## config.mk

```make
export PLATFORM = sky130hd
export DESIGN_NAME = csr_file
export DESIGN_NICKNAME = d
export VERILOG_FILES = /design/src/verilog/core_cfg_pkg.sv /design/src/verilog/csr_isa_pkg.sv /design/src/verilog/csr_file.sv
export SDC_FILE = /design/constraint.sdc
export NUM_CORES = 1
export LEC_CHECK = 0
export BUFFER_PORTS_ARGS = -buffer_cell sky130_fd_sc_hd__buf_2
export CAP_MARGIN = 20
export CORE_ASPECT_RATIO = 2
export CORE_MARGIN = 3
export CORE_UTILIZATION = 50
export CTS_CLUSTER_SIZE = 28
export DETAILED_ROUTE_END_ITERATION = 16
export PLACE_DENSITY = 0.69
export SETUP_SLACK_MARGIN = 0.1
export SKIP_CTS_REPAIR_TIMING = 1
export SLEW_MARGIN = 20
export SYNTH_ARGS = -nofsm -noshare
export SYNTH_HDL_FRONTEND = slang
export SYNTH_SLANG_ARGS = --single-unit
```

## constraint.sdc

```tcl
create_clock -name CLK -period 1.35 [get_ports CLK]
set_clock_uncertainty 0.05 [all_clocks]
set_input_delay 0.135 -clock CLK [delete_from_list [all_inputs] [get_ports CLK]]
set_output_delay 0.135 -clock CLK [all_outputs]
set_load 0.01 [all_outputs]
```

## src/verilog/core_cfg_pkg.sv

```systemverilog
`default_nettype none

package core_cfg_pkg;

	// --------------------------------------------------
	// Datapath and rename sizes
	// --------------------------------------------------

	// Integer register and CSR width
	localparam int xlen = 64;

	// Architectural register index width and count
	localparam int arch_w    = 5;
	localparam int arch_regs = 32;

	// Version bits per architectural register
	localparam int rb = 2;

	// Physical tag is {arch index, version}
	localparam int preg_w = arch_w + rb;
	localparam int nregs  = 2 ** preg_w;

	// Issue buffer depth and its pointer width
	localparam int fifo_depth = 4;
	localparam int fifo_ptr_w = $clog2(fifo_depth);

endpackage

`default_nettype wire

```

## src/verilog/csr_isa_pkg.sv

```systemverilog
`default_nettype none

package csr_isa_pkg;

	import core_cfg_pkg::*;

	// --------------------------------------------------
	// Zicsr operation kinds
	// --------------------------------------------------

	// Register and immediate forms share a kind, is_imm tells them apart
	typedef enum logic [1:0] {
		csr_rw = 2'd0,
		csr_rs = 2'd1,
		csr_rc = 2'd2
	} csr_op_t;

	// Machine-mode CSR addresses that exist in this core
	localparam logic [11:0] addr_mie      = 12'h304;
	localparam logic [11:0] addr_mtvec    = 12'h305;
	localparam logic [11:0] addr_mscratch = 12'h340;
	localparam logic [11:0] addr_mepc     = 12'h341;
	localparam logic [11:0] addr_mcause   = 12'h342;

	// --------------------------------------------------
	// Source operand field
	// --------------------------------------------------

	// Same bits are either a renamed rs1 tag or a zero-padded uimm
	typedef union packed {
		logic [preg_w-1:0] tag;
		struct packed {
			logic [preg_w-arch_w-1:0] pad;
			logic [arch_w-1:0]        uimm;
		} imm;
	} csr_src_u;

	// Issue word is {op, rd tag, src, is_imm, csr address}
	localparam int issue_w = 2 + preg_w + preg_w + 1 + 12;

endpackage

`default_nettype wire

```

## src/verilog/csr_file.sv

```systemverilog
`default_nettype none

module csr_file
	import core_cfg_pkg::*;
	import csr_isa_pkg::*;
(
	input  logic            CLK,
	input  logic            rst_n,
	input  logic [11:0]     csr_addr,
	input  logic            csr_wen,
	input  logic [xlen-1:0] csr_wdata,
	output logic [xlen-1:0] csr_rdata
);

	// --------------------------------------------------
	// Machine-mode registers
	// --------------------------------------------------
	logic [xlen-1:0] mscratch;
	logic [xlen-1:0] mtvec;
	logic [xlen-1:0] mepc;
	logic [xlen-1:0] mcause;
	logic [xlen-1:0] mie;

	// Read port is a plain address decode
	always_comb begin
		case (csr_addr)
			addr_mscratch: csr_rdata = mscratch;
			addr_mtvec:    csr_rdata = mtvec;
			addr_mepc:     csr_rdata = mepc;
			addr_mcause:   csr_rdata = mcause;
			addr_mie:      csr_rdata = mie;
			// Anything else reads as zero
			default:       csr_rdata = '0;
		endcase
	end

	// --------------------------------------------------
	// Write port
	// --------------------------------------------------
	always_ff @(posedge CLK) begin
		if (!rst_n) begin
			mscratch <= '0;
			mtvec    <= '0;
			mepc     <= '0;
			mcause   <= '0;
			mie      <= '0;
		end else if (csr_wen) begin
			// Unknown address drops the write
			case (csr_addr)
				addr_mscratch: mscratch <= csr_wdata;
				addr_mtvec:    mtvec    <= csr_wdata;
				addr_mepc:     mepc     <= csr_wdata;
				addr_mcause:   mcause   <= csr_wdata;
				addr_mie:      mie      <= csr_wdata;
				default: begin
				end
			endcase
		end
	end

endmodule

`default_nettype wire

```

==> flow_metrics.tcl <==
set metrics [dict create \
    status "finished with violations" \
    violations "setup timing" \
    finalSetupViolCount 64 \
    worstPathRequired_ns 1.16 \
    cts_root_buf "clkbuf_16" \
    path_cells "mux2i_1, a2bb2oi_1, o22ai_1, buf_2" \
    routedWlPerCell_um 18.0 \
    fin_crit_sh 1.28 \
    synthToLayoutAreaGrowth_pct 22.4 \
    port_buffers 142 \
    final_cell_mix "mux2i_1 (430), nand2_1 (384), dfxtp_1 (265), buf_2 (138), dlygate4sd3_1 (68)" \
    antenna_found_initial 0 \
    netlist-cell-type-count 21 \
    crit_fanout 2 \
    min_path_type "in -> reg" \
    yosysSeqAreaShare 0.445 \
    worst_slew_pin_slew_ns 0.613 \
    rows 87 \
    final_util 0.622 \
    n_antenna_cell 0 \
    h-tree-depth 1 \
    grt_pass1_wl_um 55300 \
    routed-via-count 10900 \
    final_max_slew_viol_count 0 \
    final_common_cell "mux2i_1" \
    drtAntennaViolNets 0 \
    maxSlewHeadroom 0.591 \
    cp-start-kind "flop" \
    nNetsFinal 1684 \
    syn_nets 1498 \
    syn_inst 1419 \
    cts.sinks 320 \
    fmax_ghz 0.578 \
    hold_path_depth 3 \
    slowest_delay_ns 0.33 \
    period_minus_slack_ns 1.73 \
    cp.depth 4 \
    syn_area_per_cell_um2 10.1 \
    p_per_area_nw_per_um2 1030 \
    drtIter0Drc 424 \
    clkLatencyLatePin_ns 0.54 \
    start_util 0.508 \
    fill_cells 2385 \
    track_usage 0.214 \
    critPathKind "reg -> out" \
    tns_ns -18.53 \
    worst-path-buf-inv 1 \
    grt_pass1_vias 11100 \
    route.detailed.drc 0 \
    yosysWarnings 0 \
    ys_ff_latch 320 \
    rsz0062_at_grt "yes" \
    die_x_um 126 \
    grt_overflow 0 \
    hpwl_um 21900 \
    fin_ws_ns -0.379 \
    grt_max_degree 65 \
    drt-total-wl_um 35700 \
    place_congestion 0.753 \
    max_cap_viol_count 0 \
    die_h_um 246 \
    core_area_um2 28300 \
    p_leak_uw 0.00882 \
    final_hold_viol_count 0 \
    via_per_inst 5.52 \
    cts_buffers 28 \
    drive_gt1_frac 0.248 \
    die_area_um2 31000 \
    slowest_stage "dfxtp_2" \
    firstDrtPassIters 4 \
    clk_pin_slew_ns 0.07 \
    peakVddDrop_v 0.00104 \
    cts_tree "done" \
    io_pins 143 \
    worstPathArrival_ns 1.54 \
    reg2regPathDepth 3 \
    cts_buffer_depth 3 \
    netlist_area_um2 14400 \
    crit_family "compound AO/OA/AOI/OAI gates" \
    worst_setup_path_end_kind "output pin" \
]
==> registers in the layout, summed over array words and instances, names as in the netlist <==
register  flops
mcause       64
mepc         64
mie          64
mscratch     64
mtvec        64
==> cells in the mapped netlist <==
library cell  count  share of area
clkbuf_1         55          0.014
o22ai_1          64          0.028
and4bb_2          1        0.00087
buf_4             7         0.0037
nand4_1           5         0.0022
nor2_1            2        0.00052
a2bb2oi_1        64          0.039
nand2_1         384           0.10
nor2b_1           2        0.00087
buf_1             9         0.0023
dfxtp_1         320           0.45
clkbuf_2          1        0.00035
nand4_2           1        0.00087
mux2i_1         448           0.31
buf_2            13         0.0045
and4bb_1          2         0.0017
and4b_1           3         0.0021
buf_6            18          0.014
nand4_4           1         0.0015
buf_12           18          0.025
nor3_4            1         0.0011
==> routing by layer <==
| metal | vias to the layer above | GRT usage | share of wire |
|---|---|---|---|
| li1 | 5314 | - | - |
| met2 | 179 | 0.421 | 0.55 |
| met1 | 5370 | 0.236 | 0.40 |
| met3 | 60 | 0.0254 | 0.027 |
| met4 | 0 | 0.0654 | 0.025 |
| met5 | - | 0 | 0 |
==> final cells by class <==
cell class / count / area (um^2) / share of cell area
multi-input cells: 978 / 7640 / 0.434
flip-flops and latches: 320 / 6470 / 0.368
repair buffers: 277 / 2210 / 0.125
clock buffers: 39 / 793 / 0.0451
well taps: 356 / 445 / 0.0253
clock inverters: 8 / 47.5 / 0.00270
==> power by group <==
part	switching [uW]	internal, uW
Clock	3450	4080
Combinational	668	564
Sequential	0.526	9440
==> kinds of logic (layout without fill, tap and decap cells) <==
group	after synthesis	after routing	share of synthesized area
buf+inv	121	324	0.0644
simple gates	402	402	0.112
compound gates	128	128	0.0668
mux	448	448	0.312
flops	320	320	0.445
==> stage by stage <==
stage	hold WS, ns	worst slack [ns]	area (um^2)	std cells	total power (uW)
6_report	0.0101	-0.379	17600	1978	18200
5_1_grt	0.0228	-0.414	17600	1978	18800
4_1_cts	-0.125	-0.548	16400	1909	18200
3_5_place_dp	0.401	-0.387	15500	1862	10700
3_3_place_gp	0.393	-0.377	15500	1862	10700
2_1_floorplan	0.309	-0.0189	14600	1419	10200
==> path summary, 6_finish.rpt <==
kind                    from       endpoint  slack, ns
hold / removal         rst_n      mcause[4]       0.01
setup reg to reg  mcause[16]     mcause[16]       0.62
hold reg to reg      mie[15]        mie[15]       0.41
setup / recovery  mcause[52]  csr_rdata[52]      -0.38
==> worst min-delay path, cell delays in order <==
cell and delay, ns:
buf_8 0.16, nand2_1 0.17, mux2i_1 0.09
Power figures use the tool's default switching activity.
