`src/verilog/core_cfg_pkg.sv`:
```
`default_nettype none

package core_cfg_pkg;

	// --------------------------------------------------
	// Datapath and rename sizes
	// --------------------------------------------------

	// Integer register and CSR width
	localparam int xlen = 64;

	// Architectural register index width and count
	localparam int arch_w    = 5;
	localparam int arch_regs = 32;

	// Version bits per architectural register
	localparam int rb = 2;

	// Physical tag is {arch index, version}
	localparam int preg_w = arch_w + rb;
	localparam int nregs  = 2 ** preg_w;

	// Issue buffer depth and its pointer width
	localparam int fifo_depth = 4;
	localparam int fifo_ptr_w = $clog2(fifo_depth);

endpackage

`default_nettype wire

```
`src/verilog/csr_isa_pkg.sv`:
```
`default_nettype none

package csr_isa_pkg;

	import core_cfg_pkg::*;

	// --------------------------------------------------
	// Zicsr operation kinds
	// --------------------------------------------------

	// Register and immediate forms share a kind, is_imm tells them apart
	typedef enum logic [1:0] {
		csr_rw = 2'd0,
		csr_rs = 2'd1,
		csr_rc = 2'd2
	} csr_op_t;

	// Machine-mode CSR addresses that exist in this core
	localparam logic [11:0] addr_mie      = 12'h304;
	localparam logic [11:0] addr_mtvec    = 12'h305;
	localparam logic [11:0] addr_mscratch = 12'h340;
	localparam logic [11:0] addr_mepc     = 12'h341;
	localparam logic [11:0] addr_mcause   = 12'h342;

	// --------------------------------------------------
	// Source operand field
	// --------------------------------------------------

	// Same bits are either a renamed rs1 tag or a zero-padded uimm
	typedef union packed {
		logic [preg_w-1:0] tag;
		struct packed {
			logic [preg_w-arch_w-1:0] pad;
			logic [arch_w-1:0]        uimm;
		} imm;
	} csr_src_u;

	// Issue word is {op, rd tag, src, is_imm, csr address}
	localparam int issue_w = 2 + preg_w + preg_w + 1 + 12;

endpackage

`default_nettype wire

```
`src/verilog/csr_issue_fifo.sv`:
```
`default_nettype none

module csr_issue_fifo
	import core_cfg_pkg::*;
	import csr_isa_pkg::*;
(
	input  logic               CLK,
	input  logic               rst_n,
	input  logic               flush,
	input  logic               push,
	input  logic [issue_w-1:0] issue_word,
	input  logic               pop,
	output logic               head_valid,
	output logic [issue_w-1:0] head_word,
	output logic               full
);

	// --------------------------------------------------
	// Storage and pointers
	// --------------------------------------------------
	logic [issue_w-1:0]    mem [fifo_depth];
	logic [fifo_ptr_w-1:0] wr_ptr;
	logic [fifo_ptr_w-1:0] rd_ptr;
	logic [fifo_ptr_w:0]   count;

	logic do_push;
	logic do_pop;

	// Full status comes straight from the occupancy count
	assign full       = (count == (fifo_ptr_w + 1)'(fifo_depth));
	assign head_valid = (count != '0);

	// First-word fall-through, head is visible with no read latency
	assign head_word = mem[rd_ptr];

	// Push into a full buffer is dropped
	assign do_push = push & ~full;
	assign do_pop  = pop & head_valid;

	// Entries hold payload only
	always_ff @(posedge CLK) begin
		if (do_push)
			mem[wr_ptr] <= issue_word;
	end

	// --------------------------------------------------
	// Pointer and count update
	// --------------------------------------------------
	always_ff @(posedge CLK) begin
		if (!rst_n || flush) begin
			wr_ptr <= '0;
			rd_ptr <= '0;
			count  <= '0;
		end else begin
			// Pointers wrap naturally at the power-of-two depth
			if (do_push)
				wr_ptr <= wr_ptr + 1'b1;
			if (do_pop)
				rd_ptr <= rd_ptr + 1'b1;
			// Simultaneous push and pop keeps the count
			case ({do_push, do_pop})
				2'b10:   count <= count + 1'b1;
				2'b01:   count <= count - 1'b1;
				default: count <= count;
			endcase
		end
	end

endmodule

`default_nettype wire

```
`config.mk`:
```
export PLATFORM = sky130hd
export DESIGN_NAME = csr_issue_fifo
export DESIGN_NICKNAME = d
export VERILOG_FILES = /design/src/verilog/core_cfg_pkg.sv /design/src/verilog/csr_isa_pkg.sv /design/src/verilog/csr_issue_fifo.sv
export SDC_FILE = /design/constraint.sdc
export NUM_CORES = 1
export LEC_CHECK = 0
export BUFFER_PORTS_ARGS = -buffer_cell sky130_fd_sc_hd__buf_4
export CORE_MARGIN = 3
export CORE_UTILIZATION = 56
export CTS_CLUSTER_DIAMETER = 120
export DETAILED_ROUTE_END_ITERATION = 6
export GPL_TIMING_DRIVEN = 0
export PLACE_DENSITY = 0.75
export SYNTH_ARGS = -nofsm -noshare
export SYNTH_HDL_FRONTEND = slang
export SYNTH_SLANG_ARGS = --single-unit
```
`constraint.sdc`:
```
create_clock -name CLK -period 2.3 [get_ports CLK]
set_clock_uncertainty 0.05 [all_clocks]
set_input_delay 0.23 -clock CLK [delete_from_list [all_inputs] [get_ports CLK]]
set_output_delay 0.23 -clock CLK [all_outputs]
set_load 0.01 [all_outputs]
```
==> impl_metrics.tcl <==
set metrics [dict create \
    hold_class "input port to flip-flop" \
    grt_busiest_layer "met2" \
    path_delay_family "buffers and inverters" \
    setup_viol 0 \
    rr_worst_depth 9 \
    dieArea_um2 9480 \
    rows 32 \
    fp.dieH_um 97.4 \
    cts.sinks 125 \
    yosys_warnings 0 \
    power_uw 5540 \
    grt_pass1_wl_mm 14.1 \
    powerDensity_nw_per_um2 892 \
    initial_utilization_pct 59.0 \
    critPathSlowestCell "dfxtp_1" \
    drc 0 \
    slew_headroom_pct 45.5 \
    synth_ff_type "edfxtp_1" \
    synth_edf_count 116 \
    synth_mux_area_share_pct 14.1 \
    critPathMaxStageDelay_ns 0.33 \
    period_share_pct 95.0 \
    netlist.area_leader.share_pct 74.5 \
    synth_xor_area_share_pct 0.749 \
    fin_nets 358 \
    end_kind "output port" \
    clockBufferDepth 2 \
    core_area_um2 7930 \
    area_growth_pct 32.9 \
    crit_chain "buf_2 -> clkbuf_4 -> mux4_2 -> buf_4" \
    cellLeakagePower_uw 0.00216 \
    critPathArrivalTime_ns 1.91 \
    ant_nets 0 \
    grt_max_degree 30 \
    hold_viol 0 \
    worst-setup-path-type "flip-flop to output port" \
    synth.area.top_cells "edfxtp_1, mux4_2, dfxtp_1, ha_1, inv_1" \
    synthArstFlopShare_pct 0 \
    synth_top_cell_by_area "edfxtp_1" \
    insertion_delay_ns 0.50 \
    drv_slew 0 \
    hpwl_mm 4.65 \
    synth_fa_ha_area_share_pct 1.77 \
    synth_cells 204 \
    holdPathStages 4 \
    ys_seq_area_share_pct 78.4 \
    ys_ff_latch 125 \
    die_w_um 97.4 \
    vias_per_cell 5.49 \
    crit_buf_inv 3 \
    crit_fanout 10 \
    io_buffers 64 \
    overflow 0 \
    antenna_found_initial 2 \
    cap_violations 0 \
    syn_area_per_cell_um2 22.9 \
    outcome "completed" \
    r2r_end "count[2]$_SDFFE_PP0P_" \
    globalRouteMet3Util_pct 5.89 \
    synth-compound-area-share_pct 1.07 \
    ir_drop_uv 719 \
    start_kind "flip-flop" \
    setup_tns_ns 0 \
    htreeDepth 4 \
    worst_pin_slew_ns 0.818 \
    clk_pin_slew_ns 0.05 \
    drt_first_pass_iters 4 \
    cts_buffers 17 \
    use_met2_pct 32.3 \
    r2r-start "count[1]$_SDFFE_PP0P_" \
    cts-root-buf "clkbuf_8" \
    synth_fp_nets 244 \
    synthSimpleGateAreaFrac_pct 2.22 \
    worstHoldStart "pop" \
    synth_cell_type_count 26 \
    rrSetupSlack_ns 0.13 \
    cts_tree "done" \
    drt-initial-drc-count 140 \
    drive_above_1_share_pct 40.6 \
    worstPathRequired_ns 2.02 \
    place_congestion 0.694 \
    wl_per_cell_um 20.1 \
    final_util_pct 78.3 \
    grtUsageTotal_pct 20.1 \
    syn_area_um2 4670 \
    ioPinCount 65 \
    max_freq_mhz 458 \
    synth_top_family_by_area "multiplexers" \
    routed-via-count 2378 \
    grt_use_met1_pct 25.9 \
    wirelength_mm 8.69 \
    min_period_ns 2.19 \
    first_global_vias 2597 \
]
[layout by cell type, fill, tap and decap left out, types with 4 or more instances in the layout]
master,n
bufinv_16,4
dfxtp_1,7
dlygate4sd3_1,31
edfxtp_1,116
mux4_2,28
inv_1,7
nor2_1,6
ha_1,4
and2_2,4
clkbuf_16,16
buf_4,65
[cell type report]
| cell class | count | area [um^2] |
|---|---|---|
| clock buffers | 18 | 418 |
| clock inverters | 13 | 173 |
| well taps | 102 | 128 |
| inverters | 7 | 26.3 |
| plain buffers | 7 | 60.1 |
| flip-flops and latches | 125 | 3670 |
| diodes | 1 | 2.50 |
| repair buffers | 95 | 791 |
| fillers | 425 | 1720 |
| multi-input cells | 65 | 945 |
[worst max-delay path by stage]
stage / slack (ns) / to / cells after the start
after floorplan: 0.16 / count[2]$_SDFFE_PP0P_ / 9
after detailed placement: 0.04 / count[2]$_SDFFE_PP0P_ / 9
after global placement: -0.23 / mem[1][5]$_DFFE_PP_ / 3
after CTS: 0.008 / head_word[1] / 4
after global routing: -0.0004 / count[2]$_SDFFE_PP0P_ / 9
final: 0.11 / head_word[1] / 4
[synthesized netlist by cell type, drive strengths merged, types with 2 or more instances]
cell / number
nor2: 7
clkbuf: 2
inv: 7
o21ai: 2
mux4: 29
dfxtp: 9
or3: 3
buf: 5
a21oi: 3
xor2: 3
and2: 4
ha: 5
edfxtp: 116
[cell families after synthesis]
family / Yosys count
flip-flops: 125
AO/OA/AOI/OAI: 8
buffers and inverters: 14
adder cells (fa/ha/maj): 6
multiplexers: 29
XOR/XNOR: 4
AND/OR/NAND/NOR: 18
[per-stage QoR]
step / std cells / setup WS [ns] / hold slack [ns] / instance area (um^2)
final: 433 / 0.115 / 0.152 / 6210
after floorplan: 204 / 0.164 / 0.279 / 4670
after global routing: 432 / -0.000425 / 0.196 / 6210
after global placement: 370 / -0.233 / 0.381 / 5280
after detailed placement: 370 / 0.0422 / 0.383 / 5290
after CTS: 432 / 0.00820 / 0.128 / 6190
[power breakdown]
part / internal (uW) / switching, uW
Clock: 1740 / 915
Combinational: 180 / 143
Sequential: 2550 / 19.3
Total: 4470 / 1080
[timing repair]
item,in CTS,in global routing
endpoints found under the setup margin,0,10
hold buffers,31,0
buffers inserted,0,0
endpoints found under the hold margin,117,0
resized for setup,0,9
[state kept, by name, indices dropped and copies added (netlist names), named ones only]
name    count
mem       116
count       3
rd_ptr      2
wr_ptr      2
[worst reg2reg max path, delay by kind of cell (launching register included)]
family / cells / cell delay [ns]
buffers and inverters: 2 / 0.14
AO/OA/AOI/OAI: 1 / 0.14
adder cells (fa/ha/maj): 2 / 0.56
AND/OR/NAND/NOR: 3 / 0.68
XOR/XNOR: 1 / 0.16
flip-flops: 1 / 0.37
[metal layers]
layer / wire length (um) / up-vias
li1: - / 1070
met4: 127 / 2
met3: 517 / 15
met1: 3640 / 1219
met5: 13 / -
met2: 4390 / 72
Note: power is estimated with default switching activity, not from simulation.
