`config.mk`:
```
export PLATFORM = sky130hd
export DESIGN_NAME = csr_dispatch
export DESIGN_NICKNAME = d
export VERILOG_FILES = /design/src/verilog/core_cfg_pkg.sv /design/src/verilog/csr_isa_pkg.sv /design/src/verilog/csr_dispatch.sv
export SDC_FILE = /design/constraint.sdc
export NUM_CORES = 1
export LEC_CHECK = 0
export BUFFER_PORTS_ARGS = -buffer_cell sky130_fd_sc_hd__buf_2
export CAP_MARGIN = 15
export CORE_ASPECT_RATIO = 0.9
export CORE_MARGIN = 4
export CORE_UTILIZATION = 30
export DETAILED_ROUTE_END_ITERATION = 6
export PLACE_DENSITY = 0.49
export SYNTH_ARGS = -nofsm -noshare
export SYNTH_HDL_FRONTEND = slang
export SYNTH_SLANG_ARGS = --single-unit
```
`constraint.sdc`:
```
create_clock -name CLK -period 3.4 [get_ports CLK]
set_clock_uncertainty 0.2 [all_clocks]
set_input_delay 0.51 -clock CLK [delete_from_list [all_inputs] [get_ports CLK]]
set_output_delay 0.51 -clock CLK [all_outputs]
set_load 0.005 [all_outputs]
```
`src/verilog/core_cfg_pkg.sv`:
```
`default_nettype none

package core_cfg_pkg;

	// --------------------------------------------------
	// Datapath and rename sizes
	// --------------------------------------------------

	// Integer register and CSR width
	localparam int xlen = 64;

	// Architectural register index width and count
	localparam int arch_w    = 5;
	localparam int arch_regs = 32;

	// Version bits per architectural register
	localparam int rb = 2;

	// Physical tag is {arch index, version}
	localparam int preg_w = arch_w + rb;
	localparam int nregs  = 2 ** preg_w;

	// Issue buffer depth and its pointer width
	localparam int fifo_depth = 4;
	localparam int fifo_ptr_w = $clog2(fifo_depth);

endpackage

`default_nettype wire

```
`src/verilog/csr_isa_pkg.sv`:
```
`default_nettype none

package csr_isa_pkg;

	import core_cfg_pkg::*;

	// --------------------------------------------------
	// Zicsr operation kinds
	// --------------------------------------------------

	// Register and immediate forms share a kind, is_imm tells them apart
	typedef enum logic [1:0] {
		csr_rw = 2'd0,
		csr_rs = 2'd1,
		csr_rc = 2'd2
	} csr_op_t;

	// Machine-mode CSR addresses that exist in this core
	localparam logic [11:0] addr_mie      = 12'h304;
	localparam logic [11:0] addr_mtvec    = 12'h305;
	localparam logic [11:0] addr_mscratch = 12'h340;
	localparam logic [11:0] addr_mepc     = 12'h341;
	localparam logic [11:0] addr_mcause   = 12'h342;

	// --------------------------------------------------
	// Source operand field
	// --------------------------------------------------

	// Same bits are either a renamed rs1 tag or a zero-padded uimm
	typedef union packed {
		logic [preg_w-1:0] tag;
		struct packed {
			logic [preg_w-arch_w-1:0] pad;
			logic [arch_w-1:0]        uimm;
		} imm;
	} csr_src_u;

	// Issue word is {op, rd tag, src, is_imm, csr address}
	localparam int issue_w = 2 + preg_w + preg_w + 1 + 12;

endpackage

`default_nettype wire

```
`src/verilog/csr_dispatch.sv`:
```
`default_nettype none

module csr_dispatch
	import core_cfg_pkg::*;
	import csr_isa_pkg::*;
(
	input  logic               CLK,
	input  logic               rst_n,
	input  logic               flush,
	input  logic               instr_strobe,
	input  csr_op_t            instr_op,
	input  logic [arch_w-1:0]  instr_rd,
	input  logic [arch_w-1:0]  instr_rs1_or_imm,
	input  logic               instr_is_imm,
	input  logic [11:0]        instr_csr_addr,
	input  logic               wb_valid,
	input  logic [preg_w-1:0]  wb_rd,
	output logic               push,
	output logic [issue_w-1:0] issue_word
);

	// Version maps, one entry per architectural register
	logic [rb-1:0] spec_map   [arch_regs];
	logic [rb-1:0] commit_map [arch_regs];
	logic [rb-1:0] commit_nxt [arch_regs];

	logic [rb-1:0]     rd_ver;
	logic [preg_w-1:0] rd_tag;
	csr_src_u          src;

	// An instruction strobed together with flush is lost
	assign push = instr_strobe & ~flush;

	// x0 stays at version 0 forever
	assign rd_ver = (instr_rd == '0) ? '0 : spec_map[instr_rd] + rb'(1);
	assign rd_tag = {instr_rd, rd_ver};

	always_comb begin
		src = '0;
		if (instr_is_imm) begin
			src.imm.pad  = '0;
			src.imm.uimm = instr_rs1_or_imm;
		end else begin
			// rs1 reads whatever version is newest in flight
			src.tag = {instr_rs1_or_imm, spec_map[instr_rs1_or_imm]};
		end
	end

	assign issue_word = {instr_op, rd_tag, src, instr_is_imm, instr_csr_addr};

	// --------------------------------------------------
	// Committed map follows writeback
	// --------------------------------------------------
	always_comb begin
		commit_nxt = commit_map;
		if (wb_valid && wb_rd[preg_w-1:rb] != '0)
			commit_nxt[wb_rd[preg_w-1:rb]] = wb_rd[rb-1:0];
	end

	always_ff @(posedge CLK) begin
		if (!rst_n) begin
			spec_map   <= '{default: '0};
			commit_map <= '{default: '0};
		end else begin
			commit_map <= commit_nxt;
			// Rollback includes a writeback landing in the same cycle
			if (flush)
				spec_map <= commit_nxt;
			else if (push && instr_rd != '0)
				spec_map[instr_rd] <= rd_ver;
		end
	end

endmodule

`default_nettype wire

```
==> results_dict.tcl, run 1 <==
set metrics [dict create \
    drv_cap 0 \
    drive_gt1_frac 0.195 \
    worstPathRequired_ns 2.69 \
    final-seq-area_um2 2560 \
    pwr-share-seq 0.393 \
    synth-simple-area-share 0.194 \
    yosysWarnings 0 \
    slew_headroom 0.494 \
    crit_type "register to output pin" \
    setup_viol 0 \
    slew_violations 0 \
    synthAdderAreaFrac 0 \
    grt_pass1_vias 5664 \
    core_um2 24300 \
    p_comb_frac 0.095 \
    period_minus_slack_ns 3.24 \
    ff2ff_setup_slack_ns 0.53 \
    drtPass1Iterations 5 \
    async_reset_ff_frac 0 \
    worstHoldPathType "register to register" \
    fin_crit_sh 0.953 \
    ant_nets 0 \
    p_int_uw 2890 \
    route.detailed.drc 0 \
    hold_buffers 0 \
    num_io_pins 67 \
    r2r_start "spec_map[56]$_SDFFE_PN0P_" \
    max_freq_mhz 309 \
    fin_hold_ws_ns 0.262 \
    multi_input_area_um2 4400 \
    crit_path_end_kind "output pin" \
    antenna_found_initial 0 \
    synth.distinct_cells 41 \
    nFillCells 2582 \
    clk_pin_slew_ns 0.06 \
    synthFlopType "dfxtp_1" \
    start_kind "register" \
    tightest_slew_ns 0.758 \
    netlist_area_um2 7430 \
    hold_violations 0 \
    drt_iter0_markers 450 \
    p_leak_uw 0.00315 \
    hold_end "commit_map[63]$_SDFF_PN0_" \
    synth_edf_count 0 \
    yosys.area_share.xor_xnor 0.00219 \
    critical_path_arrival_ns 2.53 \
    gp_congestion 0.887 \
    grt_pass1_wl_um 34100 \
    r2r_end "spec_map[3]$_SDFFE_PN0P_" \
    vias_per_cell 5.22 \
    synthMuxAreaShare 0.272 \
    row_count 54 \
    synth-compound-area-share 0.123 \
    synth_top_family_by_area "multiplexers" \
    numCtsBuffers 17 \
    yosysSeqAreaShare 0.345 \
    clk_latency_ns 0.43 \
    wl_per_cell_um 19.4 \
    p_switching_uw 981 \
    dp_hpwl_um 15100 \
    cts_tree "built" \
    ir_drop_mv 0.333 \
    cts_sinks 128 \
    syn_inst 821 \
    grt_use_total 0.163 \
    die_h_um 157 \
    holdPathStages 1 \
    drt-total-wl_um 22000 \
    rsz0062_at_grt "false" \
    layout_common_cells "mux2i_1 (141), dfxtp_1 (128), nor2b_1 (91)" \
    clkPwrFrac 0.513 \
    status "complete, no violations" \
    fin_util 0.347 \
    die_area_um2 27400 \
    min_from "commit_map[63]$_SDFF_PN0_" \
    antenna_cells 0 \
    worstRegToRegCells 6 \
    gr-total-overflow 0 \
    critPathMaxFanout 3 \
    setup_tns_ns 0 \
    vias 5910 \
    io_buffers 38 \
    grt_max_degree 75 \
    die_width_um 174 \
    syn_nets 858 \
    cts_root_buffer "clkbuf_16" \
    nets 849 \
    htree_levels 4 \
    ys_ff_latch 128 \
    syn_area_per_cell_um2 9.05 \
    start_util 0.306 \
    area_growth_pct 13.5 \
    layout_commonest_cell "mux2i_1" \
    clk_path_buf_depth 2 \
    switching_share 0.253 \
    powerDensity_nw_per_um2 459 \
]
## worst max-delay path by stage
stage,slack [ns],from,endpoint,cells past startpoint
floorplan,0.28,instr_rs1_or_imm[0],issue_word[14],7
global placement,0.18,instr_rd[0],spec_map[1]$_SDFFE_PN0P_,7
detailed placement,0.14,instr_rd[0],spec_map[3]$_SDFFE_PN0P_,9
CTS,0.13,spec_map[56]$_SDFFE_PN0P_,issue_word[21],6
global route,0.04,spec_map[56]$_SDFFE_PN0P_,issue_word[21],6
finish,0.16,spec_map[56]$_SDFFE_PN0P_,issue_word[21],6
## Yosys cell counts, types with 20 or more instances
master	number	area (µm²)
nor2b_1	91	569
nor2_1	50	188
dfxtp_1	128	2560
mux4_2	22	495
nand3_1	38	190
nand2_1	55	206
mux2i_1	141	1410
a21oi_1	29	145
o21ai_0	64	320
clkbuf_1	53	199
buf_4	20	150
o21ai_2	29	254
## flip-flops by register name, summed over array words and instances (netlist names)
name and count:
commit_map 64, spec_map 64
## power groups by stage
stage / Clock (µW) / Sequential [µW] / Combinational, µW
after floorplan: 0 / 1550 / 263
after global placement: 0 / 1550 / 370
after detailed placement: 0 / 1550 / 366
after CTS: 2020 / 1520 / 368
after global routing: 2090 / 1520 / 394
final: 1980 / 1520 / 366
## cell type report
| type | instances | share of cell area |
|---|---|---|
| Multi-Input combinational cell | 596 | 0.522 |
| Sequential cell | 128 | 0.304 |
| Timing Repair Buffer | 66 | 0.0529 |
| Clock buffer | 19 | 0.0525 |
| Tap cell | 308 | 0.0457 |
| Clock inverter | 13 | 0.0221 |
| Inverter | 3 | 0.00133 |
## through the flow
step	setup WS, ns	instances	instance area [µm²]	total power, µW
4_1_cts	0.133	1133	8430	3900
3_5_place_dp	0.136	1101	7800	1920
5_1_grt	0.0420	1133	8440	4000
6_report	0.160	1133	8440	3870
3_3_place_gp	0.184	1101	7800	1920
2_1_floorplan	0.278	821	7430	1810
## kinds of logic after synthesis
kind of cell / after synthesis
multiplexers: 173
buffers and inverters: 97
AND/OR/NAND/NOR: 274
flip-flops: 128
AO/OA/AOI/OAI: 148
XOR/XNOR: 1
## critical path, cell delays in order (launching register included)
cell,delay (ns)
dfxtp_1,0.34
mux4_2,0.48
a222oi_1,0.44
o211ai_1,0.30
xnor2_4,0.22
nor2_1,0.17
buf_2,0.15
## per-layer routing
layer | global-route usage | vias to the layer above | share of wire
met3 | 0.0387 | 25 | 0.051
met4 | 0.0445 | 0 | 0.011
li1 | - | 2857 | -
met2 | 0.252 | 138 | 0.46
met1 | 0.228 | 2890 | 0.48
met5 | 0 | - | 0
## repair_timing
action / in CTS / in global routing
buffers inserted: 0 / 0
setup endpoints to repair: 0 / 1
gates resized for setup: 0 / 1
(Power assumes the default switching activity.)
==> run 2, diff against run 1 <==
--- a/config.mk
+++ b/config.mk
@@ -7,11 +7,11 @@
 export LEC_CHECK = 0
 export BUFFER_PORTS_ARGS = -buffer_cell sky130_fd_sc_hd__buf_2
 export CAP_MARGIN = 15
-export CORE_ASPECT_RATIO = 0.9
 export CORE_MARGIN = 4
 export CORE_UTILIZATION = 30
 export DETAILED_ROUTE_END_ITERATION = 6
 export PLACE_DENSITY = 0.49
+export RECOVER_POWER = 100
 export SYNTH_ARGS = -nofsm -noshare
 export SYNTH_HDL_FRONTEND = slang
 export SYNTH_SLANG_ARGS = --single-unit
==> results_dict.tcl, run 2 (synthesized netlist as in run 1, its figures left out) <==
set metrics [dict create \
    area_growth_pct 12.0 \
    die_h_um 165 \
    cts_root_buffer "clkbuf_16" \
    nFillCells 2507 \
    period_minus_slack_ns 3.24 \
    cp-endpoint "issue_word[21]" \
    die_width_um 165 \
    top_regs "commit_map: 64 flops, spec_map: 64 flops" \
    vias 5903 \
    p_int_uw 2850 \
    drive_gt1_frac 0.155 \
    layout_commonest_cell "mux2i_1" \
    crit_type "input pin to output pin" \
    slew_headroom -0.512 \
    cp_common_cell "clkbuf_1" \
    drtPass1Iterations 5 \
    row_count 57 \
    ir_drop_mv 0.327 \
    fin_ws_ns 0.159 \
    clk_path_buf_depth 2 \
    p_switching_uw 929 \
    gp_congestion 0.880 \
    grt_pass1_wl_um 35000 \
    preCtsSetupSlack_ns 0.0891 \
    crit_path_end_kind "output pin" \
    io_buffers 38 \
    drt_iter0_markers 410 \
    ff2ff_setup_slack_ns 0.65 \
    cp_slowest_cell "or3b_1" \
    rsz0062_at_grt "false" \
    multi_input_area_um2 4310 \
    crit_start "instr_rd[4]" \
    grt_use_total 0.169 \
    worstHoldPathType "register to register" \
    tightest_slew_ns 2.27 \
    critPathTopFamily "simple AND/OR/NAND/NOR gates" \
    final-seq-area_um2 2560 \
    critPathMaxFanout 13 \
    fin_util 0.342 \
    setup_viol 0 \
    cts_sinks 128 \
    worstRegToRegCells 7 \
    ant_nets 0 \
    p_comb_frac 0.095 \
    antenna_cells 0 \
    gr-total-overflow 0 \
    start_util 0.306 \
    status "finished with violations" \
    dp_hpwl_um 15200 \
    setup_tns_ns 0 \
    die_area_um2 27400 \
    layout_common_cells "mux2i_1 (141), dfxtp_1 (128), nor2b_1 (91)" \
    clk_pin_slew_ns 0.06 \
    grt_pass1_vias 5860 \
    cp_num_cells 9 \
    drt-total-wl_um 22200 \
    clkPwrFrac 0.503 \
    powerDensity_nw_per_um2 454 \
    num_io_pins 67 \
    r2r_start "spec_map[58]$_SDFFE_PN0P_" \
    path_buf_inv 3 \
    core_um2 24300 \
    hold_violations 0 \
    pwr-share-seq 0.402 \
    failed_checks "capacitance limit, slew limit" \
    switching_share 0.246 \
    worstPathRequired_ns 2.69 \
    antenna_found_initial 0 \
    max_freq_mhz 309 \
    vias_per_cell 5.13 \
    htree_levels 4 \
    critPathMaxStageDelay_ns 0.47 \
    route.detailed.drc 0 \
    slew_violations 60 \
    critical_path_arrival_ns 2.53 \
    drv_cap 1 \
    start_kind "input pin" \
    clk_latency_ns 0.43 \
    nets 851 \
    r2r_end "spec_map[14]$_SDFFE_PN0P_" \
    numCtsBuffers 17 \
    grt_max_degree 79 \
    crit_chain "clkbuf_1 -> or3b_1 -> buf_4 -> o22ai_1 -> o21ai_0 -> o211ai_1 -> xnor2_4 -> nor2_1 -> clkbuf_1" \
    fin_crit_sh 0.953 \
    wl_per_cell_um 19.3 \
    cts_tree "built" \
    fin_hold_ws_ns 0.264 \
    p_leak_uw 0.00307 \
]
==> run 2: cell type report <==
cell class	instances	share of cell area
tap	324	0.0487
inverter	3	0.00135
timing repair buffer	68	0.0518
clock buffer	22	0.0570
clock inverter	10	0.0161
sequential	128	0.308
multi-input combinational	596	0.517
==> run 2: worst reg2reg max path: stages, from the launching register on <==
cell	delay (ns)
dfxtp_1	0.35
mux4_2	0.47
a222oi_1	0.42
buf_4	0.18
o2111a_1	0.20
clkbuf_2	0.57
nand2_1	0.11
a21boi_0	0.18
==> run 2: routing by layer <==
layer | up-vias | track usage | share of wire
met2 | 140 | 0.266 | 0.47
met4 | 0 | 0.0540 | 0.018
met5 | - | 0 | 0
met1 | 2870 | 0.228 | 0.46
met3 | 25 | 0.0407 | 0.049
li1 | 2868 | - | -
==> run 2: worst min-delay path by stage <==
stage,slack [ns],endpoint,cells past startpoint,from
global placement,0.25,commit_map[62]$_SDFF_PN0_,1,commit_map[62]$_SDFF_PN0_
floorplan,0.23,commit_map[62]$_SDFF_PN0_,1,commit_map[62]$_SDFF_PN0_
CTS,0.27,commit_map[63]$_SDFF_PN0_,1,commit_map[63]$_SDFF_PN0_
detailed placement,0.25,commit_map[63]$_SDFF_PN0_,1,commit_map[63]$_SDFF_PN0_
finish,0.26,commit_map[63]$_SDFF_PN0_,1,commit_map[63]$_SDFF_PN0_
global route,0.29,commit_map[63]$_SDFF_PN0_,1,commit_map[63]$_SDFF_PN0_
==> run 2: power groups by stage <==
stage / sequential, µW / clock (µW) / combinational (µW)
3_5_place_dp: 1550 / 0 / 369
4_1_cts: 1520 / 1930 / 371
3_3_place_gp: 1550 / 0 / 370
5_1_grt: 1520 / 2000 / 388
2_1_floorplan: 1550 / 0 / 263
6_report: 1520 / 1900 / 358
==> run 2: timing repair <==
action	4_1_cts	5_1_grt
endpoints found under the setup margin	0	2
hold buffers	0	0
setup buffers	0	1
gates resized for setup	0	2
==> run 2: metrics by stage <==
stage                     cells  area (µm²)  total power [µW]
final                      1151        8330              3780
after global placement     1118        7830              1920
after floorplan             821        7430              1810
after global routing       1151        8330              3910
after CTS                  1150        8440              3820
after detailed placement   1118        7830              1920
