## src/verilog/core_cfg_pkg.sv

```systemverilog
`default_nettype none

package core_cfg_pkg;

	// --------------------------------------------------
	// Datapath and rename sizes
	// --------------------------------------------------

	// Integer register and CSR width
	localparam int xlen = 64;

	// Architectural register index width and count
	localparam int arch_w    = 5;
	localparam int arch_regs = 32;

	// Version bits per architectural register
	localparam int rb = 2;

	// Physical tag is {arch index, version}
	localparam int preg_w = arch_w + rb;
	localparam int nregs  = 2 ** preg_w;

	// Issue buffer depth and its pointer width
	localparam int fifo_depth = 4;
	localparam int fifo_ptr_w = $clog2(fifo_depth);

endpackage

`default_nettype wire

```

## src/verilog/csr_isa_pkg.sv

```systemverilog
`default_nettype none

package csr_isa_pkg;

	import core_cfg_pkg::*;

	// --------------------------------------------------
	// Zicsr operation kinds
	// --------------------------------------------------

	// Register and immediate forms share a kind, is_imm tells them apart
	typedef enum logic [1:0] {
		csr_rw = 2'd0,
		csr_rs = 2'd1,
		csr_rc = 2'd2
	} csr_op_t;

	// Machine-mode CSR addresses that exist in this core
	localparam logic [11:0] addr_mie      = 12'h304;
	localparam logic [11:0] addr_mtvec    = 12'h305;
	localparam logic [11:0] addr_mscratch = 12'h340;
	localparam logic [11:0] addr_mepc     = 12'h341;
	localparam logic [11:0] addr_mcause   = 12'h342;

	// --------------------------------------------------
	// Source operand field
	// --------------------------------------------------

	// Same bits are either a renamed rs1 tag or a zero-padded uimm
	typedef union packed {
		logic [preg_w-1:0] tag;
		struct packed {
			logic [preg_w-arch_w-1:0] pad;
			logic [arch_w-1:0]        uimm;
		} imm;
	} csr_src_u;

	// Issue word is {op, rd tag, src, is_imm, csr address}
	localparam int issue_w = 2 + preg_w + preg_w + 1 + 12;

endpackage

`default_nettype wire

```

## src/verilog/csr_exe.sv

```systemverilog
`default_nettype none

module csr_exe
	import core_cfg_pkg::*;
	import csr_isa_pkg::*;
(
	input  logic               CLK,
	input  logic               rst_n,
	input  logic               flush,
	input  logic               hold,
	input  logic               head_valid,
	input  logic [issue_w-1:0] head_word,
	output logic               pop,
	output logic [11:0]        csr_addr,
	output logic               csr_wen,
	output logic [xlen-1:0]    csr_wdata,
	input  logic [xlen-1:0]    csr_rdata,
	output logic [preg_w-1:0]  rd_tag,
	input  logic [xlen-1:0]    rd_data,
	output logic               wb_valid,
	output logic [xlen-1:0]    wb_result,
	output logic [preg_w-1:0]  wb_rd
);

	// --------------------------------------------------
	// Issue word decode
	// --------------------------------------------------
	logic [1:0]        op_raw;
	csr_op_t           op;
	logic [preg_w-1:0] dst_tag;
	csr_src_u          src;
	logic              is_imm;

	logic [xlen-1:0] operand;
	logic            bypass_hit;
	logic            skip_write;

	assign {op_raw, dst_tag, src, is_imm, csr_addr} = head_word;
	assign op = csr_op_t'(op_raw);

	// Register port always looks at the tag view of src
	assign rd_tag = src.tag;

	// Execute when the head is there, no stall and no flush in progress
	assign pop = head_valid & ~hold & ~flush;

	// Result in writeback is not yet in the register file
	// x0 tags never bypass, they must read as zero
	assign bypass_hit = wb_valid && (wb_rd == src.tag) && (src.tag[preg_w-1:rb] != '0);

	always_comb begin
		if (is_imm)
			operand = {{(xlen-arch_w){1'b0}}, src.imm.uimm};
		else if (bypass_hit)
			operand = wb_result;
		else
			operand = rd_data;
	end

	// --------------------------------------------------
	// CSR write value
	// --------------------------------------------------
	always_comb begin
		case (op)
			csr_rw:  csr_wdata = operand;
			csr_rs:  csr_wdata = csr_rdata | operand;
			csr_rc:  csr_wdata = csr_rdata & ~operand;
			// Unused encoding rewrites the old value
			default: csr_wdata = csr_rdata;
		endcase
	end

	// Set or clear with nothing to change does not write
	assign skip_write = (op != csr_rw) && (operand == '0);
	assign csr_wen    = pop & ~skip_write;

	// --------------------------------------------------
	// Writeback stage
	// --------------------------------------------------
	always_ff @(posedge CLK) begin
		if (!rst_n || flush)
			wb_valid <= 1'b0;
		else
			wb_valid <= pop;
	end

	// Old CSR value goes to rd
	always_ff @(posedge CLK) begin
		if (pop) begin
			wb_result <= csr_rdata;
			wb_rd     <= dst_tag;
		end
	end

endmodule

`default_nettype wire

```

## config.mk

```make
export PLATFORM = sky130hd
export DESIGN_NAME = csr_exe
export DESIGN_NICKNAME = d
export VERILOG_FILES = /design/src/verilog/core_cfg_pkg.sv /design/src/verilog/csr_isa_pkg.sv /design/src/verilog/csr_exe.sv
export SDC_FILE = /design/constraint.sdc
export NUM_CORES = 1
export LEC_CHECK = 0
export BUFFER_PORTS_ARGS = -buffer_cell sky130_fd_sc_hd__buf_2
export CORE_AREA = 2 2 125 127
export DETAILED_ROUTE_END_ITERATION = 7
export DIE_AREA = 0 0 127 129
export GPL_TIMING_DRIVEN = 0
export MAX_ROUTING_LAYER = met4
export PLACE_DENSITY_LB_ADDON = 0.1
export SLEW_MARGIN = 30
export SYNTH_ARGS = -nofsm -noshare
export SYNTH_HDL_FRONTEND = slang
export SYNTH_SLANG_ARGS = --single-unit
export TNS_END_PERCENT = 30
```

## constraint.sdc

```tcl
create_clock -name CLK -period 8.1 [get_ports CLK]
set_input_delay 1.215 -clock CLK [delete_from_list [all_inputs] [get_ports CLK]]
set_output_delay 1.215 -clock CLK [all_outputs]
set_load 0.01 [all_outputs]
```

==> qor.txt, run 1 <==
status -> complete, no violations
vias in the first global route -> 5,153
Layout area overhead -> 43.77%
Post-Route WL -> 20,180 µm
RSZ-0062 raised after global routing -> false
first-pass GRT wire length -> 29,390 µm
clock sink total -> 72
Seq/Total Area, Yosys -> 0.4413
hold path depth -> 1
drt drc -> 0
Starting Density -> 0.3256
H-tree Lvls -> 3
Inserted Clock Buffers -> 9
Worst setup startpoint -> head_word[13]
Setup Fix Bufs, Post-CTS -> 0
final period demand of the worst path -> 4.728 ns
DP HPWL -> 16,160 µm
clock network power share -> 0.360
highest-count cells in the layout ignoring fill and taps -> 304 x buf_2, 71 x edfxtp_1, 65 x mux2i_1
Min-Delay Path Class -> input port to register
critical path capture point -> csr_wen
Hold Buf Count CTS -> 0
Yosys cell types -> 34
internal power -> 772.5 µW
commonest non-fill, non-tap cell in the layout -> buf_2
largest net degree at the start of global routing -> 14
Period Utilization, post-route -> 0.5837
Resized cells post-CTS -> 0
Mapped Cells -> 459
PD cells -> 154.5 mW/mm²
critical path startpoint category -> input port
crit path kind -> input port to output port
# setup viols final -> 0
worst vdd ir -> 0.07152 mV
Logic pwr share -> 0.231
syn_nets -> 621
setup tns final -> 0 ns
max_cap viols -> 0
initial antenna violation count -> 2
Core Rows -> 45
Die X -> 127 µm
sw frac -> 0.2868
CTS tree -> built
layout cell share with drive strength beyond 1 -> 0.4555
wire length per cell -> 20.68 µm
fin nets -> 943
fmax -> 211.5 MHz
total power -> 1083 µW
drt first pass iters -> 5
NetSw -> 310.6 µW
leakage power total -> 0.002820 µW
area of the mapped netlist -> 0.004877 mm²
Port Buf Inserts -> 304
root buffer cell -> clkbuf_16
antenna-violating nets left -> 0
total track usage -> 0.2448
Critical Path Sink Type -> output port
die height -> 129 µm
Worst EP required -> 6.88 ns
clock buffer depth -> 2
I/O pin cnt -> 319
Die Area -> 0.01638 mm²
YS warnings -> 0
First DRT Iteration DRCs -> 269
GR Overflow Total -> 0
Slew Viols, Final -> 0
slew margin rel. -> 0.5724
Via-to-Cell Ratio -> 5.452
Worst Path Arrival -> 3.51 ns
Yosys reg bits -> 72
Core Region -> 0.01498 mm²
Reg clk slew, reported paths -> 0.06 ns
Slew @ Worst Pin -> 0.6414 ns
Max Fanout on Critical Path -> 10
vias post-DR -> 5,321
Hold Fails Final Rpt -> 0
routability cong. -> 0.8472
Flop pwr share -> 0.409
Syn Area/Cell -> 10.63 µm²
power by group through the flow:
| stage | Clock [µW] | Sequential, µW | Combinational, µW |
|---|---|---|---|
| 2_1_floorplan | 0 | 457 | 114 |
| 3_3_place_gp | 0 | 452 | 245 |
| 3_5_place_dp | 0 | 450 | 251 |
| 4_1_cts | 399 | 443 | 252 |
| 5_1_grt | 413 | 445 | 272 |
| 6_report | 390 | 443 | 250 |
cells by family (layout without fill, tap and decap cells):
family,Yosys count,in the layout,synth area share
buf+inv,71,398,0.07927
flops,72,72,0.4413
xor+xnor,6,6,0.01077
mux,72,72,0.1503
compound gates,190,190,0.2578
other cells,0,2,0
simple gates,48,48,0.06055
synth_stat cells:
cell | n | area, µm²
xnor2_1 | 6 | 52.55
mux2_4 | 1 | 15.01
nand4b_1 | 1 | 8.760
o2111ai_1 | 1 | 8.760
o21a_2 | 1 | 8.760
o31ai_1 | 56 | 420.4
nor3_4 | 1 | 16.27
or2_0 | 2 | 12.51
mux2_2 | 5 | 56.30
clkbuf_1 | 34 | 127.6
nor2_1 | 4 | 15.01
o22ai_1 | 9 | 56.30
o22a_1 | 1 | 8.760
mux2i_1 | 65 | 650.6
mux2_1 | 1 | 11.26
edfxtp_1 | 71 | 2132
o21a_1 | 55 | 412.9
a21oi_1 | 10 | 50.05
nor3_1 | 2 | 10.01
nand4_1 | 8 | 50.05
o31a_1 | 1 | 8.760
nand2_1 | 2 | 7.510
buf_6 | 6 | 67.56
o21ai_1 | 40 | 200.2
inv_1 | 10 | 37.54
nor4_1 | 25 | 156.4
buf_4 | 20 | 150.1
inv_2 | 1 | 3.750
a21o_1 | 1 | 7.510
o21ai_0 | 15 | 75.07
nor3b_1 | 1 | 7.510
dfxtp_1 | 1 | 20.02
and2_1 | 1 | 6.260
nand3_1 | 1 | 5.000
state kept, by name, summed over array words and instances (netlist names):
| signal | cells |
|---|---|
| wb_result | 64 |
| wb_rd | 7 |
| wb_valid | 1 |
through the flow:
step | hold WS (ns) | util | instances | setup slack, ns | cell area (µm²)
3_3_place_gp | 1.392 | 0.4433 | 951 | 0.4592 | 6639
6_report | 1.051 | 0.4682 | 976 | 3.372 | 7012
3_5_place_dp | 1.394 | 0.4492 | 958 | 3.362 | 6728
4_1_cts | 1.034 | 0.4678 | 974 | 3.358 | 7007
5_1_grt | 1.032 | 0.4682 | 976 | 3.224 | 7012
2_1_floorplan | 1.314 | - | 459 | 2.277 | 4882
worst min-delay path by stage:
| stage | endpoint | startpoint |
|---|---|---|
| 2_1_floorplan | wb_rd[0]$_DFFE_PP_ | head_word[20] |
| 3_3_place_gp | wb_rd[6]$_DFFE_PP_ | head_word[26] |
| 3_5_place_dp | wb_rd[1]$_DFFE_PP_ | head_word[21] |
| 4_1_cts | wb_rd[6]$_DFFE_PP_ | head_word[26] |
| 5_1_grt | wb_rd[1]$_DFFE_PP_ | head_word[21] |
| 6_report | wb_rd[6]$_DFFE_PP_ | head_word[26] |
layout make-up:
type                            count  area (µm²)
Clock inverter                      6       50.05
Inverter                           11       41.29
Buffer                             60       345.3
Sequential cell                    72        2152
Fill cell                        1519        7965
Antenna cell                        2       5.005
Multi-Input combinational cell    316        2350
Clock buffer                       10       229.0
Tap cell                          188       235.2
Timing Repair Buffer              311        1604
worst max-delay path: stages:
cell and delay [ns]:
buf_2 0.13, xnor2_1 0.18, nand4_1 0.18, nor3_4 0.31, buf_6 0.25, mux2i_1 0.33, a21oi_1 0.20, nand4b_1 0.24
o31a_1 0.31, buf_2 0.14
routing by layer:
| metal | vias up | global-route usage | routed length (µm) |
|---|---|---|---|
| met5 | - | - | 0 |
| met3 | 22 | 0.05946 | 1666 |
| met1 | 2563 | 0.3059 | 8321 |
| li1 | 2449 | - | - |
| met2 | 287 | 0.3988 | 9871 |
| met4 | 0 | 0.06658 | 323 |
(Power assumes the default switching activity.)
==> inputs of run 2 (changes only) <==
==> constraint.sdc (replaced) <==
create_clock -name CLK -period 4.3 [get_ports CLK]
set_input_delay 0.645 -clock CLK [delete_from_list [all_inputs] [get_ports CLK]]
set_output_delay 0.645 -clock CLK [all_outputs]
set_load 0.01 [all_outputs]
==> run 2 against run 1 <==
Via count down 0.56%; sequential power rose by 88%; clock-buffer cell count rose by 1; sequential cell count unchanged; critical path depth shrank 2; combinational power rose by 89%; core utilization rose by 0.19 points; global-route usage up 0.19 points; power is 94% higher; non-clock buffer count unchanged; critical endpoint unchanged; largest power group unchanged.
==> qor.txt, run 2 (synthesized netlist as in run 1, its figures left out) <==
status -> complete, no violations
Reg clk slew, reported paths -> 0.06 ns (about the same)
root buffer cell -> clkbuf_16
die height -> 129 µm (unchanged)
slew margin rel. -> 0.5882 (+0.01580)
first-pass GRT wire length -> 29,780 µm (+1.3%)
Inserted Clock Buffers -> 9 (unchanged)
Resized cells post-CTS -> 0 (unchanged)
routability cong. -> 0.8316 (-1.8%)
Critical Path Sink Type -> output port
# setup viols final -> 0 (unchanged)
hold_ws -> 0.4752 ns (-0.5757 ns)
Hold Buf Count CTS -> 0 (unchanged)
DP HPWL -> 16,120 µm (-0.23%)
Layout area overhead -> 44.36%
Setup Fix Bufs, Post-CTS -> 0 (unchanged)
RSZ-0062 raised after global routing -> false
Starting Density -> 0.3256 (unchanged)
NetSw -> 605.3 µW (+95%)
clock network power share -> 0.378 (+0.018)
PD cells -> 298.1 mW/mm² (+93%)
Area after DPL -> 0.006728 mm² (unchanged)
Max Fanout on Critical Path -> 3 (-7)
HP Start -> head_word[22]
Flop pwr share -> 0.397 (-0.012)
critical path startpoint category -> register
H-tree Lvls -> 3 (unchanged)
Worst Path Arrival -> 3.00 ns (-0.51 ns)
final period demand of the worst path -> 3.647 ns
antenna-violating nets left -> 0 (unchanged)
layout filler cell count -> 1,478 (-2.7%)
crit path kind -> register to output port
vias post-DR -> 5,291 (-0.56%)
setup tns final -> 0 ns (unchanged)
Core Rows -> 45 (unchanged)
sw frac -> 0.2884 (+0.001618)
Die X -> 127 µm (unchanged)
drt drc -> 0 (unchanged)
Logic pwr share -> 0.225 (-0.006)
GR Overflow Total -> 0 (unchanged)
Core Region -> 0.01498 mm² (unchanged)
Post-Route WL -> 20,450 µm (+1.3%)
Util after Layout -> 0.4701 (+0.001922)
highest-count cells in the layout ignoring fill and taps -> 304 x buf_2, 71 x edfxtp_1, 65 x mux2i_1
clock buffer depth -> 2 (unchanged)
Slew Viols, Final -> 0 (unchanged)
biggest regs -> wb_result x64, wb_rd x7, wb_valid x1
leakage power total -> 0.002831 µW (+0.40%)
Min-Delay Path Class -> input port to register
Port Buf Inserts -> 304 (unchanged)
max reg flops -> 64 (unchanged)
First DRT Iteration DRCs -> 297 (+10%)
wire length per cell -> 20.96 µm (+1.3%)
post-route cell area -> 0.007041 mm² (+0.41%)
fmax -> 274.2 MHz
largest net degree at the start of global routing -> 13 (-1)
Worst setup startpoint -> wb_result[14]$_DFFE_PP_
initial antenna violation count -> 2 (unchanged)
worst vdd ir -> 0.1496 mV (+110%)
max_cap viols -> 0 (unchanged)
vias in the first global route -> 5,205 (+1.0%)
Hold Fails Final Rpt -> 0 (unchanged)
I/O pin cnt -> 319 (unchanged)
Period Utilization, post-route -> 0.8481
Via-to-Cell Ratio -> 5.421 (-0.56%)
Worst EP required -> 3.65 ns (-3.23 ns)
clock sink total -> 72 (unchanged)
CTS tree -> built
Slew @ Worst Pin -> 0.6121 ns (-0.02934 ns)
Die Area -> 0.01638 mm² (unchanged)
commonest non-fill, non-tap cell in the layout -> buf_2
internal power -> 1494 µW (+93%)
largest register by flop count -> wb_result
total track usage -> 0.2467 (+0.001874)
layout cell share with drive strength beyond 1 -> 0.4618 (+0.006361)
drt first pass iters -> 4 (-1)
fin nets -> 943 (unchanged)
-- run 2: changes by cell type in the layout (fill, tap and decap cells not counted) --
cell,change
clkinv_2,+1
clkbuf_8,+2
clkinv_1,-4
clkinvlp_4,+2
clkbuf_1,-1
-- run 2: routing by layer --
| metal | vias to the layer above | part of all wire | GRT usage |
|---|---|---|---|
| met1 | 2536 | 0.42 | 0.3054 |
| met4 | 0 | 0.018 | 0.07951 |
| met3 | 23 | 0.082 | 0.05780 |
| met2 | 273 | 0.48 | 0.4007 |
| met5 | - | 0 | - |
| li1 | 2459 | - | - |
-- run 2: cell type report --
type / instances / area (µm²) / share of cell area
diodes: 2 / 5.005 / 0.0007109
plain buffers: 60 / 345.3 / 0.04905
flip-flops and latches: 72 / 2152 / 0.3057
repair buffers: 311 / 1604 / 0.2278
inverters: 11 / 41.29 / 0.005865
well taps: 188 / 235.2 / 0.03341
clock buffers: 11 / 252.7 / 0.03590
multi-input cells: 316 / 2350 / 0.3337
clock inverters: 5 / 55.05 / 0.007819
-- run 2: path summary, 6_finish.rpt --
path | slack [ns] | to | cells after the start
min | 0.48 | wb_rd[2]$_DFFE_PP_ | 1
max | 0.65 | csr_wen | 8
-- run 2: through the flow --
stage          std cells  total power, µW  setup slack [ns]
2_1_floorplan        459             1076            0.6912
3_3_place_gp         951             1311           -0.6443
3_5_place_dp         958             1319            0.6289
4_1_cts              974             2114            0.5624
5_1_grt              976             2185            0.4940
6_report             976             2099            0.6531
-- run 2: power by group through the flow --
stage / clock network, µW / registers (µW) / logic (µW)
after floorplan: 0 / 861 / 216
after global placement: 0 / 849 / 461
after detailed placement: 0 / 848 / 471
after CTS: 807 / 833 / 473
after global routing: 836 / 837 / 512
final: 794 / 834 / 472
-- run 2: worst max-delay path, cell delays in order, from the launching register on --
cell,delay (ns)
edfxtp_1,0.42
nor4_1,0.59
nand4_1,0.23
nor3_1,0.18
mux2i_1,0.13
o31ai_1,0.46
nand4b_1,0.16
o31a_1,0.34
buf_2,0.15
